==> config.mk <==
export PLATFORM = sky130hd
export DESIGN_NAME = w5500_udp_tx
export DESIGN_NICKNAME = d
export VERILOG_FILES = /design/src/hdl/w5500_net_pkg.sv /design/src/hdl/w5500_reg_pkg.sv /design/src/hdl/w5500_udp_tx.sv /design/src/hdl/w5500_sequencer.sv /design/src/hdl/w5500_init_table.sv /design/src/hdl/w5500_spi_master.sv
export SDC_FILE = /design/constraint.sdc
export NUM_CORES = 1
export LEC_CHECK = 0
export BUFFER_PORTS_ARGS = -buffer_cell sky130_fd_sc_hd__buf_2
export CORE_MARGIN = 2
export CORE_UTILIZATION = 56
export CTS_BUF_LIST = sky130_fd_sc_hd__clkbuf_2
export DETAILED_ROUTE_END_ITERATION = 7
export PLACE_DENSITY = 0.9
export SYNTH_ARGS = -nofsm -noshare
export SYNTH_HDL_FRONTEND = slang
export SYNTH_SLANG_ARGS = --single-unit
==> constraint.sdc <==
create_clock -name clk -period 3.5 [get_ports clk]
set_input_delay 0.525 -clock clk [delete_from_list [all_inputs] [get_ports clk]]
set_output_delay 0.525 -clock clk [all_outputs]
set_load 0.01 [all_outputs]
==> src/hdl/w5500_net_pkg.sv <==
`default_nettype none

package w5500_net_pkg;

    typedef logic [31:0] ip_addr_t;
    typedef logic [47:0] mac_addr_t;
    typedef logic [15:0] udp_port_t;
    typedef logic [7:0]  byte_t;
    typedef logic [31:0] spi_cmd_t;
    typedef logic [15:0] tx_ptr_t;
    typedef logic [4:0]  init_idx_t;

    typedef struct packed {
        ip_addr_t  local_ip;
        mac_addr_t mac;
        udp_port_t src_port;
        ip_addr_t  dst_ip;
        udp_port_t dst_port;
    } net_cfg_t;

    typedef enum logic {SPI_CMD, SPI_DATA} spi_kind_t;

    // ptr is only shifted out by data frames
    typedef struct packed {
        logic      start;
        spi_kind_t kind;
        spi_cmd_t  cmd;
        tx_ptr_t   ptr;
    } spi_req_t;

endpackage

`default_nettype wire

==> src/hdl/w5500_reg_pkg.sv <==
`default_nettype none

package w5500_reg_pkg;

    // SPI control phase: block select, read/write bit, variable length mode
    localparam logic [7:0] CTL_WRITE_REG      = 8'h04;
    localparam logic [7:0] CTL_WRITE_S0       = 8'h0C;
    localparam logic [7:0] CTL_READ_S0        = 8'h08;
    localparam logic [7:0] CTL_WRITE_S0_TXBUF = 8'h14;

    // Common register block
    localparam logic [15:0] ADDR_GAR  = 16'h0001;
    localparam logic [15:0] ADDR_SUBR = 16'h0005;
    localparam logic [15:0] ADDR_SHAR = 16'h0009;
    localparam logic [15:0] ADDR_SIPR = 16'h000F;

    // Socket 0 register block
    localparam logic [15:0] ADDR_S0_MR         = 16'h0000;
    localparam logic [15:0] ADDR_S0_CR         = 16'h0001;
    localparam logic [15:0] ADDR_S0_SR         = 16'h0003;
    localparam logic [15:0] ADDR_S0_PORT       = 16'h0004;
    localparam logic [15:0] ADDR_S0_DIPR       = 16'h000C;
    localparam logic [15:0] ADDR_S0_DPORT      = 16'h0010;
    localparam logic [15:0] ADDR_S0_RXBUF_SIZE = 16'h001E;
    localparam logic [15:0] ADDR_S0_TXBUF_SIZE = 16'h001F;
    localparam logic [15:0] ADDR_S0_TX_WR      = 16'h0024;

    localparam logic [7:0]  S0_MODE_UDP   = 8'h02;
    localparam logic [7:0]  S0_BUF_KB     = 8'd16;
    localparam logic [7:0]  SOCK_UDP_OPEN = 8'h22;
    localparam logic [31:0] GATEWAY_IP    = {8'd192, 8'd168, 8'd10, 8'd1};
    localparam logic [31:0] SUBNET_MASK   = {8'd255, 8'd255, 8'd255, 8'd0};

    // 100 Mbit full duplex, no autonegotiation
    localparam logic [31:0] CMD_PHY_MODE       = 32'h002E04D8;
    localparam logic [31:0] CMD_OPEN_S0        = {ADDR_S0_CR, CTL_WRITE_S0, 8'h01};
    localparam logic [31:0] CMD_READ_S0_STATUS = {ADDR_S0_SR, CTL_READ_S0, 8'h00};
    localparam logic [31:0] CMD_SEND_S0        = {ADDR_S0_CR, CTL_WRITE_S0, 8'h20};

    localparam int INIT_STEPS = 31;

endpackage

`default_nettype wire
==> src/hdl/w5500_udp_tx.sv <==
`timescale 1ns/1ps
`default_nettype none

module w5500_udp_tx #(
    parameter w5500_net_pkg::ip_addr_t  LOCAL_IP     = {8'd192, 8'd168, 8'd10, 8'd194},
    parameter w5500_net_pkg::mac_addr_t MAC_ADDR     = 48'hAA_AF_FA_CC_E3_1C,
    parameter w5500_net_pkg::udp_port_t SRC_PORT     = 16'd2390,
    parameter w5500_net_pkg::ip_addr_t  DST_IP       = {8'd192, 8'd168, 8'd10, 8'd20},
    parameter w5500_net_pkg::udp_port_t DST_PORT     = 16'd5000,
    parameter int                       PAYLOAD_BITS = 64,
    parameter int                       SCLK_HALF    = 2
) (
    input  logic                    clk,
    input  logic                    rst,
    input  logic                    tx_start,
    input  logic [PAYLOAD_BITS-1:0] tx_payload,
    output logic                    ready,
    output logic                    sclk,
    output logic                    mosi,
    output logic                    cs_n,
    input  logic                    miso
);
    w5500_net_pkg::net_cfg_t  net_cfg;
    w5500_net_pkg::spi_req_t  req;
    w5500_net_pkg::spi_cmd_t  init_cmd;
    w5500_net_pkg::init_idx_t init_idx;
    w5500_net_pkg::byte_t     rd_byte;
    logic                     frame_done;

    assign net_cfg = '{
        local_ip: LOCAL_IP,
        mac:      MAC_ADDR,
        src_port: SRC_PORT,
        dst_ip:   DST_IP,
        dst_port: DST_PORT
    };

    w5500_sequencer #(
        .PAYLOAD_BITS (PAYLOAD_BITS)
    ) w5500_sequencer_inst (
        .clk        (clk),
        .rst        (rst),
        .tx_start   (tx_start),
        .init_cmd   (init_cmd),
        .frame_done (frame_done),
        .rd_byte    (rd_byte),
        .init_idx   (init_idx),
        .req        (req),
        .ready      (ready)
    );

    w5500_init_table w5500_init_table_inst (
        .idx (init_idx),
        .cfg (net_cfg),
        .cmd (init_cmd)
    );

    w5500_spi_master #(
        .PAYLOAD_BITS (PAYLOAD_BITS),
        .SCLK_HALF    (SCLK_HALF)
    ) w5500_spi_master_inst (
        .clk        (clk),
        .rst        (rst),
        .req        (req),
        .payload    (tx_payload),
        .miso       (miso),
        .sclk       (sclk),
        .mosi       (mosi),
        .cs_n       (cs_n),
        .frame_done (frame_done),
        .rd_byte    (rd_byte)
    );

endmodule

`default_nettype wire

==> src/hdl/w5500_sequencer.sv <==
`timescale 1ns/1ps
`default_nettype none

module w5500_sequencer #(
    parameter int PAYLOAD_BITS = 64
) (
    input  logic                      clk,
    input  logic                      rst,
    input  logic                      tx_start,
    input  w5500_net_pkg::spi_cmd_t   init_cmd,
    input  logic                      frame_done,
    input  w5500_net_pkg::byte_t      rd_byte,
    output w5500_net_pkg::init_idx_t  init_idx,
    output w5500_net_pkg::spi_req_t   req,
    output logic                      ready
);
    typedef enum logic [3:0] {
        INIT_ISSUE,
        INIT_WAIT,
        POLL_ISSUE,
        POLL_WAIT,
        IDLE,
        PUSH,
        PTR_LO,
        PTR_HI,
        SEND
    } state_t;

    localparam w5500_net_pkg::tx_ptr_t PTR_STEP =
        w5500_net_pkg::tx_ptr_t'(PAYLOAD_BITS / 8);
    localparam w5500_net_pkg::init_idx_t LAST_STEP =
        w5500_net_pkg::init_idx_t'(w5500_reg_pkg::INIT_STEPS - 1);

    state_t                 state;
    state_t                 state_next;
    w5500_net_pkg::tx_ptr_t tx_ptr;

    // Requests go out in the same cycle as the decision, so the
    // master latches tx_payload in the tx_start cycle
    always_comb begin
        state_next = state;
        req.start  = 1'b0;
        req.kind   = w5500_net_pkg::SPI_CMD;
        req.cmd    = init_cmd;
        req.ptr    = tx_ptr;
        case (state)
            INIT_ISSUE: begin
                req.start  = 1'b1;
                state_next = INIT_WAIT;
            end
            INIT_WAIT: begin
                if (frame_done) begin
                    state_next = (init_idx == LAST_STEP) ? POLL_ISSUE : INIT_ISSUE;
                end
            end
            POLL_ISSUE: begin
                req.start  = 1'b1;
                req.cmd    = w5500_reg_pkg::CMD_READ_S0_STATUS;
                state_next = POLL_WAIT;
            end
            POLL_WAIT: begin
                if (frame_done) begin
                    state_next = (rd_byte == w5500_reg_pkg::SOCK_UDP_OPEN) ? IDLE : POLL_ISSUE;
                end
            end
            IDLE: begin
                if (tx_start) begin
                    req.start  = 1'b1;
                    req.kind   = w5500_net_pkg::SPI_DATA;
                    state_next = PUSH;
                end
            end
            PUSH: begin
                if (frame_done) begin
                    req.start  = 1'b1;
                    req.cmd    = {w5500_reg_pkg::ADDR_S0_TX_WR + 16'd1,
                                  w5500_reg_pkg::CTL_WRITE_S0, tx_ptr[7:0]};
                    state_next = PTR_LO;
                end
            end
            PTR_LO: begin
                if (frame_done) begin
                    req.start  = 1'b1;
                    req.cmd    = {w5500_reg_pkg::ADDR_S0_TX_WR,
                                  w5500_reg_pkg::CTL_WRITE_S0, tx_ptr[15:8]};
                    state_next = PTR_HI;
                end
            end
            PTR_HI: begin
                if (frame_done) begin
                    req.start  = 1'b1;
                    req.cmd    = w5500_reg_pkg::CMD_SEND_S0;
                    state_next = SEND;
                end
            end
            SEND: begin
                if (frame_done) begin
                    state_next = IDLE;
                end
            end
            default: state_next = INIT_ISSUE;
        endcase
    end

    always_ff @(posedge clk) begin
        if (rst) begin
            state    <= INIT_ISSUE;
            init_idx <= '0;
            tx_ptr   <= '0;
            ready    <= 1'b0;
        end else begin
            state <= state_next;
            // Raised when the socket opens or a SEND completes
            if (frame_done && (state == SEND || (state == POLL_WAIT &&
                    rd_byte == w5500_reg_pkg::SOCK_UDP_OPEN))) begin
                ready <= 1'b1;
            end else if (state == IDLE && tx_start) begin
                ready <= 1'b0;
            end
            if (state == INIT_WAIT && frame_done && init_idx != LAST_STEP) begin
                init_idx <= init_idx + 1'b1;
            end
            // Next packet lands behind this one in the TX buffer
            if (state == SEND && frame_done) begin
                tx_ptr <= tx_ptr + PTR_STEP;
            end
        end
    end

    a_ready_idle: assert property (@(posedge clk) disable iff (rst) ready |-> state == IDLE);

endmodule

`default_nettype wire

==> src/hdl/w5500_init_table.sv <==
`timescale 1ns/1ps
`default_nettype none

module w5500_init_table (
    input  w5500_net_pkg::init_idx_t idx,
    input  w5500_net_pkg::net_cfg_t  cfg,
    output w5500_net_pkg::spi_cmd_t  cmd
);
    logic [15:0]          addr;
    logic [7:0]           ctl;
    w5500_net_pkg::byte_t data;
    logic [2:0]           k;

    always_comb begin
        addr = 16'h0000;
        ctl  = w5500_reg_pkg::CTL_WRITE_REG;
        data = 8'h00;
        k    = 3'd0;
        case (idx) inside
            5'd0: {addr, ctl, data} = w5500_reg_pkg::CMD_PHY_MODE;
            [5'd1:5'd6]: begin
                k    = 3'(idx - 5'd1);
                addr = w5500_reg_pkg::ADDR_SHAR + 16'(k);
                data = cfg.mac[8*(5-k) +: 8];
            end
            [5'd7:5'd10]: begin
                k    = 3'(idx - 5'd7);
                addr = w5500_reg_pkg::ADDR_SIPR + 16'(k);
                data = cfg.local_ip[8*(3-k) +: 8];
            end
            [5'd11:5'd14]: begin
                k    = 3'(idx - 5'd11);
                addr = w5500_reg_pkg::ADDR_GAR + 16'(k);
                data = w5500_reg_pkg::GATEWAY_IP[8*(3-k) +: 8];
            end
            [5'd15:5'd18]: begin
                k    = 3'(idx - 5'd15);
                addr = w5500_reg_pkg::ADDR_SUBR + 16'(k);
                data = w5500_reg_pkg::SUBNET_MASK[8*(3-k) +: 8];
            end
            5'd19: begin
                addr = w5500_reg_pkg::ADDR_S0_MR;
                ctl  = w5500_reg_pkg::CTL_WRITE_S0;
                data = w5500_reg_pkg::S0_MODE_UDP;
            end
            5'd20, 5'd21: begin
                addr = (idx == 5'd20) ? w5500_reg_pkg::ADDR_S0_RXBUF_SIZE :
                                        w5500_reg_pkg::ADDR_S0_TXBUF_SIZE;
                ctl  = w5500_reg_pkg::CTL_WRITE_S0;
                data = w5500_reg_pkg::S0_BUF_KB;
            end
            [5'd22:5'd23]: begin
                k    = 3'(idx - 5'd22);
                addr = w5500_reg_pkg::ADDR_S0_PORT + 16'(k);
                ctl  = w5500_reg_pkg::CTL_WRITE_S0;
                data = cfg.src_port[8*(1-k) +: 8];
            end
            5'd24: {addr, ctl, data} = w5500_reg_pkg::CMD_OPEN_S0;
            [5'd25:5'd28]: begin
                k    = 3'(idx - 5'd25);
                addr = w5500_reg_pkg::ADDR_S0_DIPR + 16'(k);
                ctl  = w5500_reg_pkg::CTL_WRITE_S0;
                data = cfg.dst_ip[8*(3-k) +: 8];
            end
            [5'd29:5'd30]: begin
                k    = 3'(idx - 5'd29);
                addr = w5500_reg_pkg::ADDR_S0_DPORT + 16'(k);
                ctl  = w5500_reg_pkg::CTL_WRITE_S0;
                data = cfg.dst_port[8*(1-k) +: 8];
            end
            default: ;
        endcase
        cmd = {addr, ctl, data};
    end

endmodule

`default_nettype wire

==> src/hdl/w5500_spi_master.sv <==
`timescale 1ns/1ps
`default_nettype none

module w5500_spi_master #(
    parameter int PAYLOAD_BITS = 64,
    parameter int SCLK_HALF    = 2
) (
    input  logic                     clk,
    input  logic                     rst,
    input  w5500_net_pkg::spi_req_t  req,
    input  logic [PAYLOAD_BITS-1:0]  payload,
    input  logic                     miso,
    output logic                     sclk,
    output logic                     mosi,
    output logic                     cs_n,
    output logic                     frame_done,
    output w5500_net_pkg::byte_t     rd_byte
);
    localparam int CMD_BITS  = 32;
    localparam int DATA_BITS = 24 + PAYLOAD_BITS;
    localparam int SHIFT_W   = (DATA_BITS > CMD_BITS) ? DATA_BITS : CMD_BITS;
    localparam int BIT_W     = $clog2(SHIFT_W + 1);
    localparam int HALF_W    = $clog2(SCLK_HALF + 1);

    logic [SHIFT_W-1:0]       shift_q;
    logic [BIT_W-1:0]         bits_left;
    logic [HALF_W-1:0]        half_cnt;
    logic                     busy;
    logic                     tail;
    logic                     half_done;
    w5500_net_pkg::spi_kind_t kind_q;

    assign half_done = busy && (half_cnt == HALF_W'(SCLK_HALF - 1));
    assign mosi      = shift_q[SHIFT_W-1];

    always_ff @(posedge clk) begin
        if (rst) begin
            busy       <= 1'b0;
            tail       <= 1'b0;
            sclk       <= 1'b0;
            cs_n       <= 1'b1;
            half_cnt   <= '0;
            bits_left  <= '0;
            kind_q     <= w5500_net_pkg::SPI_CMD;
            frame_done <= 1'b0;
        end else begin
            frame_done <= 1'b0;
            if (!busy) begin
                if (req.start) begin
                    busy      <= 1'b1;
                    cs_n      <= 1'b0;
                    half_cnt  <= '0;
                    kind_q    <= req.kind;
                    bits_left <= (req.kind == w5500_net_pkg::SPI_DATA) ?
                                 BIT_W'(DATA_BITS) : BIT_W'(CMD_BITS);
                end
            end else if (!half_done) begin
                half_cnt <= half_cnt + 1'b1;
            end else begin
                half_cnt <= '0;
                if (tail) begin
                    // cs_n released one half period after the last falling edge
                    tail       <= 1'b0;
                    busy       <= 1'b0;
                    cs_n       <= 1'b1;
                    frame_done <= 1'b1;
                end else if (!sclk) begin
                    sclk <= 1'b1;
                end else begin
                    sclk      <= 1'b0;
                    bits_left <= bits_left - 1'b1;
                    tail      <= (bits_left == BIT_W'(1));
                end
            end
        end
    end

    // Frame is left aligned, mosi moves on the falling edge
    always_ff @(posedge clk) begin
        if (!busy && req.start) begin
            if (req.kind == w5500_net_pkg::SPI_DATA) begin
                shift_q <= SHIFT_W'({req.ptr, w5500_reg_pkg::CTL_WRITE_S0_TXBUF, payload})
                           << (SHIFT_W - DATA_BITS);
            end else begin
                shift_q <= SHIFT_W'(req.cmd) << (SHIFT_W - CMD_BITS);
            end
        end else if (half_done && sclk && !tail) begin
            shift_q <= shift_q << 1;
        end
        if (half_done && !sclk && !tail && kind_q == w5500_net_pkg::SPI_CMD) begin
            rd_byte <= {rd_byte[6:0], miso};
        end
    end

    a_sclk_idle_low: assert property (@(posedge clk) disable iff (rst) cs_n |-> !sclk);

    // Sequencer must wait for frame_done before the next request
    a_no_start_busy: assert property (@(posedge clk) disable iff (rst) busy |-> !req.start);

endmodule

`default_nettype wire

---- Yosys cells after proc, flatten, opt, wreduce, memory -nomap -nowiden ----
Cells that the tools add are included.
operators by class
  $add $sub $neg .......................... 25
  magnitude comparators ................... 14
  equal/unequal tests ..................... 28
  shift-type cells ........................ 7
  multiplexer cells ....................... 78
  bitwise logic cells ..................... 4
  reductions and logical operators ........ 39
operator list
  cell                                                                          number
  88-bit 2-to-1 mux                                                             3
  16-bit 2-to-1 mux                                                             11
  8-bit 2-to-1 mux                                                              21
  32-bit by 33-bit indexed part select with 8-bit output, first input constant  4
  32-bit case mux with 4 select lines                                           1
  32-bit 2-to-1 mux                                                             3
  16-bit by 33-bit indexed part select with 8-bit output, first input constant  2
  48-bit by 33-bit indexed part select with 8-bit output, first input constant  1
  7-bit 2-to-1 mux                                                              6
  4-bit case mux with 9 select lines                                            1
  4-bit 2-to-1 mux                                                              8
  5-bit equality test, second input constant                                    5
  5-bit <= comparator, second input constant                                    4
  1-bit logical AND                                                             20
  1-bit 2-to-1 mux                                                              17
  16-bit by 4-bit adder with 16-bit output, second input constant               1
  4-bit by 3-bit equality test with 1-bit output, second input constant         4
  2-bit by 3-bit subtractor with 4-bit output, first input constant             4
  4-bit by 3-bit adder with 5-bit output, first input constant                  3
  5-bit >= comparator, second input constant                                    3
  2-bit by 1-bit != test with 1-bit output, second input constant               7
  3-bit subtractor, second input constant                                       4
  5-bit by 4-bit >= comparator with 1-bit output, second input constant         2
  5-bit by 4-bit <= comparator with 1-bit output, second input constant         2
  other kinds (36)                                                              58
storage, ports and cells
  flip-flop bits (word level) ............. 137
  input bits .............................. 68
  output and inout bits ................... 4
  logic and storage cells ................. 209

---- Logic depth before layout (Yosys ltp) ----
  depth in word-level cells ............... 18
  gate-level depth with buffers ........... 14
  depth with buffers taken out ............ 11

---- Cells and area by module ----
Synthesis repeated with hierarchy kept, for this count alone.
second synthesis, totals
  cell total of the unflattened synthesis .. 921
  area, all modules ....................... 9083.7 um2
modules (own cells, without submodules)
  module            times used  cells each  area each (um2)  sequential area each (um2)
  w5500_spi_master  1           362         4815.9           3183.1
  w5500_init_table  1           324         2509.9           0.0
  w5500_sequencer   1           233         1750.4           460.4
  w5500_udp_tx      1           2           7.5              0.0

---- Worst setup path before layout ----
No wires, ideal clock.
  path kind ............................... register -> register
  start ................................... reg w5500_sequencer_inst.state[1]
  end ..................................... reg w5500_spi_master_inst.bits_left[5]
  library setup time ...................... 112 ps
  arrival ................................. 3342 ps
  data required time ...................... 3388 ps
  path slack .............................. 46 ps
  stages on the path, launching flop included .. 8
  buffers on the path ..................... 1
  clock period less this slack ............ 3454 ps
  cell sequence ........................... dfxtp_1 -> buf_2 -> nand2b_4 -> a2111oi_2 -> a211oi_4 -> inv_1 -> nor2_1 -> a2111oi_1
on the way
  cells in the longest elaborated chain, start to end .. 5
  elaborated cells on any way between the ends .. 15
  those cells by class .................... 5 x eq/ne; 5 x mux; 5 x reduce/logical
RTL lines
  what                                                                           RTL line                                       text
  start: declaration                                                             w5500_sequencer.sv:34                          state_t state;
  start signal: assignment                                                       w5500_sequencer.sv:112                         state <= state_next;
  4-bit by 3-bit equality test with 1-bit output (tied with other cells)         w5500_sequencer.sv:46                          case (state)
  3-bit OR reduction (no line) (tied with other cells)                           n/a
  1-bit case mux with 3 select lines / 7-bit 2-to-1 mux (equally long branches)  w5500_sequencer.sv:46, w5500_spi_master.sv:54
  2-bit nonzero test (no line) / 7-bit 2-to-1 mux (equally long branches)        n/a
  4-bit AND reduction (no line) / 7-bit 2-to-1 mux (equally long branches)       n/a
  end signal: assignment                                                         w5500_spi_master.sv:54                         bits_left <= (req.kind == w5500_net_pkg::SPI_DATA) ?
  end signal: assignment                                                         w5500_spi_master.sv:71                         bits_left <= bits_left - 1'b1;
  end: declaration                                                               w5500_spi_master.sv:26                         logic [BIT_W-1:0] bits_left;
Parallel ways exist; a longest one is shown, timed or not. The select of a mux whose other input is x is not followed.
A chain may end at the register's enable or synchronous reset.

---- Final worst setup path ----
  start ................................... reg w5500_sequencer_inst.init_idx[1]
  end ..................................... reg w5500_spi_master_inst.shift_q[63] (data pin)
on the way
  cells in the longest elaborated chain, start to end .. 18
  elaborated cells on any way between the ends .. 65
  those cells by class .................... 14 x add/sub; 14 x order compare; 4 x eq/ne; 7 x shift; 17 x mux; 9 x reduce/logical
RTL lines
  what                                                    RTL line                                                             text
  start: declaration                                      w5500_sequencer.sv:13                                                output w5500_net_pkg::init_idx_t init_idx,
  start signal: assignment                                w5500_sequencer.sv:121                                               init_idx <= init_idx + 1'b1;
  3-bit subtractor                                        w5500_init_table.sv:66                                               k = 3'(idx - 5'd29);
  1-bit by 3-bit subtractor with 4-bit output             w5500_init_table.sv:69                                               data = cfg.dst_port[8*(1-k) +: 8];
  16-bit by 33-bit indexed part select with 8-bit output  w5500_init_table.sv:69
  8-bit 2-to-1 mux (10 in a row)                          w5500_init_table.sv:19                                               case (idx) inside
  8-bit 2-to-1 mux *                                      w5500_init_table.sv:19
  32-bit 2-to-1 mux (on tied branches)                    w5500_sequencer.sv:90, w5500_sequencer.sv:74, w5500_sequencer.sv:82
  32-bit case mux with 4 select lines *                   w5500_sequencer.sv:46
  88-bit 2-to-1 mux *                                     w5500_spi_master.sv:81                                               if (req.kind == w5500_net_pkg::SPI_DATA) begin
  88-bit 2-to-1 mux *                                     w5500_spi_master.sv:80                                               if (!busy && req.start) begin
  end signal: assignment                                  w5500_spi_master.sv:82                                               shift_q <= SHIFT_W'({req.ptr, w5500_reg_pkg::CTL_WRITE_S0_TXBUF, payload})
  end signal: assignment                                  w5500_spi_master.sv:85                                               shift_q <= SHIFT_W'(req.cmd) << (SHIFT_W - CMD_BITS);
  end signal: assignment                                  w5500_spi_master.sv:88                                               shift_q <= shift_q << 1;
  end: declaration                                        w5500_spi_master.sv:25                                               logic [SHIFT_W-1:0] shift_q;
Every way passes the cells marked *; elsewhere a longest branch is shown, timed or not.

==> flow_metrics.env <==
export IMPL_status="finished, violations left"
export IMPL_violations="design-rule violations"
export IMPL_finalSetupTns_ns=0
export IMPL_initial_utilization_pct=56.8
export IMPL_insertion_delay_ns=0.73
export IMPL_whs_ns=0.0609
export IMPL_synthFlopType="edfxtp_1"
export IMPL_clk_pin_slew_ns=0.22
export IMPL_hold_class="in2reg"
export IMPL_grt_max_degree=47
export IMPL_synth_edf_count=96
export IMPL_design_area_sq_um=8670
export IMPL_fmax_mhz=309
export IMPL_crit_path_max_fanout=14
export IMPL_place_hpwl_um=14100
export IMPL_critPathLaunchType="flop"
export IMPL_syn_cell_area_sq_um=7820
export IMPL_die_w_um=122
export IMPL_core_area_sq_um=13800
export IMPL_nNetsFinal=896
export IMPL_via_count=6580
export IMPL_regToRegSetupSlack_ns=0.27
export IMPL_cts_made_buffers=17
export IMPL_grt_util_met3_pct=6.74
export IMPL_hold_end="w5500_spi_master_inst.shift_q[19]"
export IMPL_antenna_left=0
export IMPL_portBuffers=71
export IMPL_clock_sinks=134
export IMPL_antenna_found_initial=0
export IMPL_finalCritPeriodShare_pct=92.4
export IMPL_cts_max_level=4
export IMPL_rsz0062_at_grt="false"
export IMPL_synth_async_reset_ratio_pct=0
export IMPL_rr_startpoint="w5500_sequencer_inst.init_idx[1]"
export IMPL_syn_to_final_growth_pct=10.8
export IMPL_fin_worst_skew_ns=0.0332
export IMPL_peakVddDrop_uv=228
export IMPL_rows=43
export IMPL_fin_ws_ns=0.267
export IMPL_worst_ep_arrival_time_ns=3.76
export IMPL_power_total_mw=3.93
export IMPL_die_h_um=122
export IMPL_dp_cells=967
export IMPL_synth_distinct_cells=91
export IMPL_clockBufferDepth=2
export IMPL_crit_path_end_kind="flop"
export IMPL_place_ws_ns=0.334
export IMPL_dieArea_sq_um=14900
export IMPL_power_density_nw_per_um2=453
export IMPL_finalSetupViolCount=0
export IMPL_drt_initial_drc_count=804
export IMPL_dpl_instance_area_sq_um=8390
export IMPL_worstRegToRegCells=11
export IMPL_routed_wire_length_per_instance_um=20.3
export IMPL_via_per_inst=6.57
export IMPL_clock_root_buffer="clkbuf_2"
export IMPL_slew_headroom_pct=50.9
export IMPL_seq_area_frac_synth_pct=46.6
export IMPL_finalMaxSlewViolations=0
export IMPL_drt_total_wl_um=20300
export IMPL_syn_inst=745
export IMPL_utilization_pct=62.9
export IMPL_first_pass_iters=5
export IMPL_leakage_nw=3.23
export IMPL_track_usage_pct=28.0
export IMPL_r2r_end="w5500_spi_master_inst.shift_q[63]"
export IMPL_ioPinCount=72
export IMPL_cts_tree="done"
export IMPL_met2_usage_pct=43.3
export IMPL_fin_cells=1001
export IMPL_syn_avg_cell_area_sq_um=10.5
export IMPL_crit_required_ns=4.03
export IMPL_holdPathStages=2
export IMPL_grt_pass1_vias=6194
export IMPL_grt_use_met1_pct=37.8
export IMPL_final_layout_size_suffix_gt1_share_pct=20.5
export IMPL_grt_overflow_total=0
export IMPL_ys_ff_latch=134
export IMPL_worst_pin_slew_ns=0.737
export IMPL_max_cap_violations=0
export IMPL_synth_warnings=0
export IMPL_synth_nets=834
export IMPL_drc=1
export IMPL_hp_start="tx_payload[19]"
export IMPL_gr_max_usage_layer="met2"
export IMPL_hold_viol=0
export IMPL_critPathKind="reg2reg"
export IMPL_grt_pass1_wl_um=32200
export IMPL_gp_congestion=1.09
export IMPL_period_needed_ns=3.23
-- layout by cell type, fill, tap and decap left out, drive strengths merged, types with 6 or more instances in the layout --
cell / count
nor2b: 14
buf: 95
nand3: 22
xor2: 9
a22o: 69
and2: 15
a221oi: 11
or3: 7
edfxtp: 96
clkbuf: 18
ha: 21
xnor2: 7
nand2: 49
o31ai: 9
o21ai: 37
nor3: 14
and3: 10
dfxtp: 38
a31oi: 9
inv: 19
nor4b: 6
mux2i: 8
a211oi: 9
a21oi: 42
nand2b: 13
nor2: 62
-- where the power goes --
part | switching [mW] | internal [mW]
combinational | 0.412 | 0.329
clock | 0.612 | 0.410
sequential | 0.113 | 2.05
-- synthesized netlist by cell type (5+ instances only) --
library cell   n  area [sq um]
edfxtp_1      96          2880
a22o_1        69           604
nor2_1        61           229
nand2_1       47           176
a21oi_1       41           205
dfxtp_1       38           761
o21ai_0       34           170
clkbuf_1      25          93.8
nand3_1       22           110
buf_2         21           105
ha_1          21           263
inv_1         16          60.1
and2_1        14          87.6
nor2b_1       14          87.6
nor3_1        14          70.1
and3_1        10          62.6
nand2b_1      10          62.6
a31oi_1        9          56.3
mux2i_1        8          80.1
o31ai_1        8          60.1
xor2_1         8          70.1
a211oi_1       7          52.6
or3_1          7          43.8
xnor2_1        7          61.3
a221oi_1       6          52.6
a211o_1        5          43.8
o211ai_1       5          37.5
-- worst max-delay path by stage --
stage | from | to | cells after the start
floorplan | w5500_sequencer_inst.state[1] | w5500_spi_master_inst.bits_left[5] | 7
global placement | w5500_sequencer_inst.init_idx[1] | w5500_spi_master_inst.shift_q[63] | 11
detailed placement | w5500_sequencer_inst.init_idx[1] | w5500_spi_master_inst.shift_q[63] | 11
CTS | w5500_sequencer_inst.init_idx[1] | w5500_spi_master_inst.shift_q[63] | 11
global route | w5500_sequencer_inst.init_idx[1] | w5500_spi_master_inst.shift_q[63] | 11
finish | w5500_sequencer_inst.init_idx[1] | w5500_spi_master_inst.shift_q[63] | 11
-- cell families (layout without fill, tap and decap cells) --
family | Yosys count | count (layout) | share of synthesized area (%)
buffers and inverters | 69 | 144 | 4.08
xor gates and xnor gates | 16 | 16 | 1.89
other | 0 | 1 | 0
DFF | 134 | 134 | 46.6
adders and majority gates | 21 | 21 | 3.36
muxes | 10 | 10 | 1.31
and+or+nand+nor | 245 | 245 | 17.6
AOI/OAI and AO/OA | 250 | 250 | 25.2
-- final cells by class --
class	instances	area [sq um]
Tap cell	180	225
Timing Repair Buffer	96	596
Clock inverter	14	175
Clock buffer	18	90.1
Sequential cell	134	3640
Inverter	16	61.3
Multi-Input combinational cell	542	3870
Antenna cell	1	2.50
Fill cell	1098	5110
-- repair_timing --
| item | CTS | global route |
|---|---|---|
| hold endpoints to repair | 1 | 0 |
| hold buffers | 1 | 0 |
| setup buffers | 0 | 0 |
| endpoints found under the setup margin | 0 | 0 |
| resized for setup | 0 | 0 |
-- worst max-delay path, stage by stage, from the launching register on --
cell,delay (ns)
dfxtp_1,0.67
inv_1,0.25
ha_1,0.26
ha_1,0.29
inv_1,0.08
ha_1,0.45
nor2b_1,0.08
a31oi_1,0.20
nor3_1,0.08
nor4b_2,0.24
o41ai_1,0.13
o31a_1,0.29
-- layer usage --
layer / wire (um) / part of all wire [%]
met2: 9450 / 47
met3: 1760 / 8.7
met1: 8340 / 41
met5: 41 / 0.20
met4: 700 / 3.4
-- state kept, by name, summed over array words and instances, names as in the netlist, 2 cells and up --
name,flops
w5500_spi_master_inst.shift_q,88
w5500_sequencer_inst.tx_ptr,13
w5500_spi_master_inst.rd_byte,8
w5500_spi_master_inst.bits_left,7
w5500_sequencer_inst.init_idx,5
w5500_sequencer_inst.state,4
w5500_spi_master_inst.half_cnt,2
(Power assumes the default switching activity.)
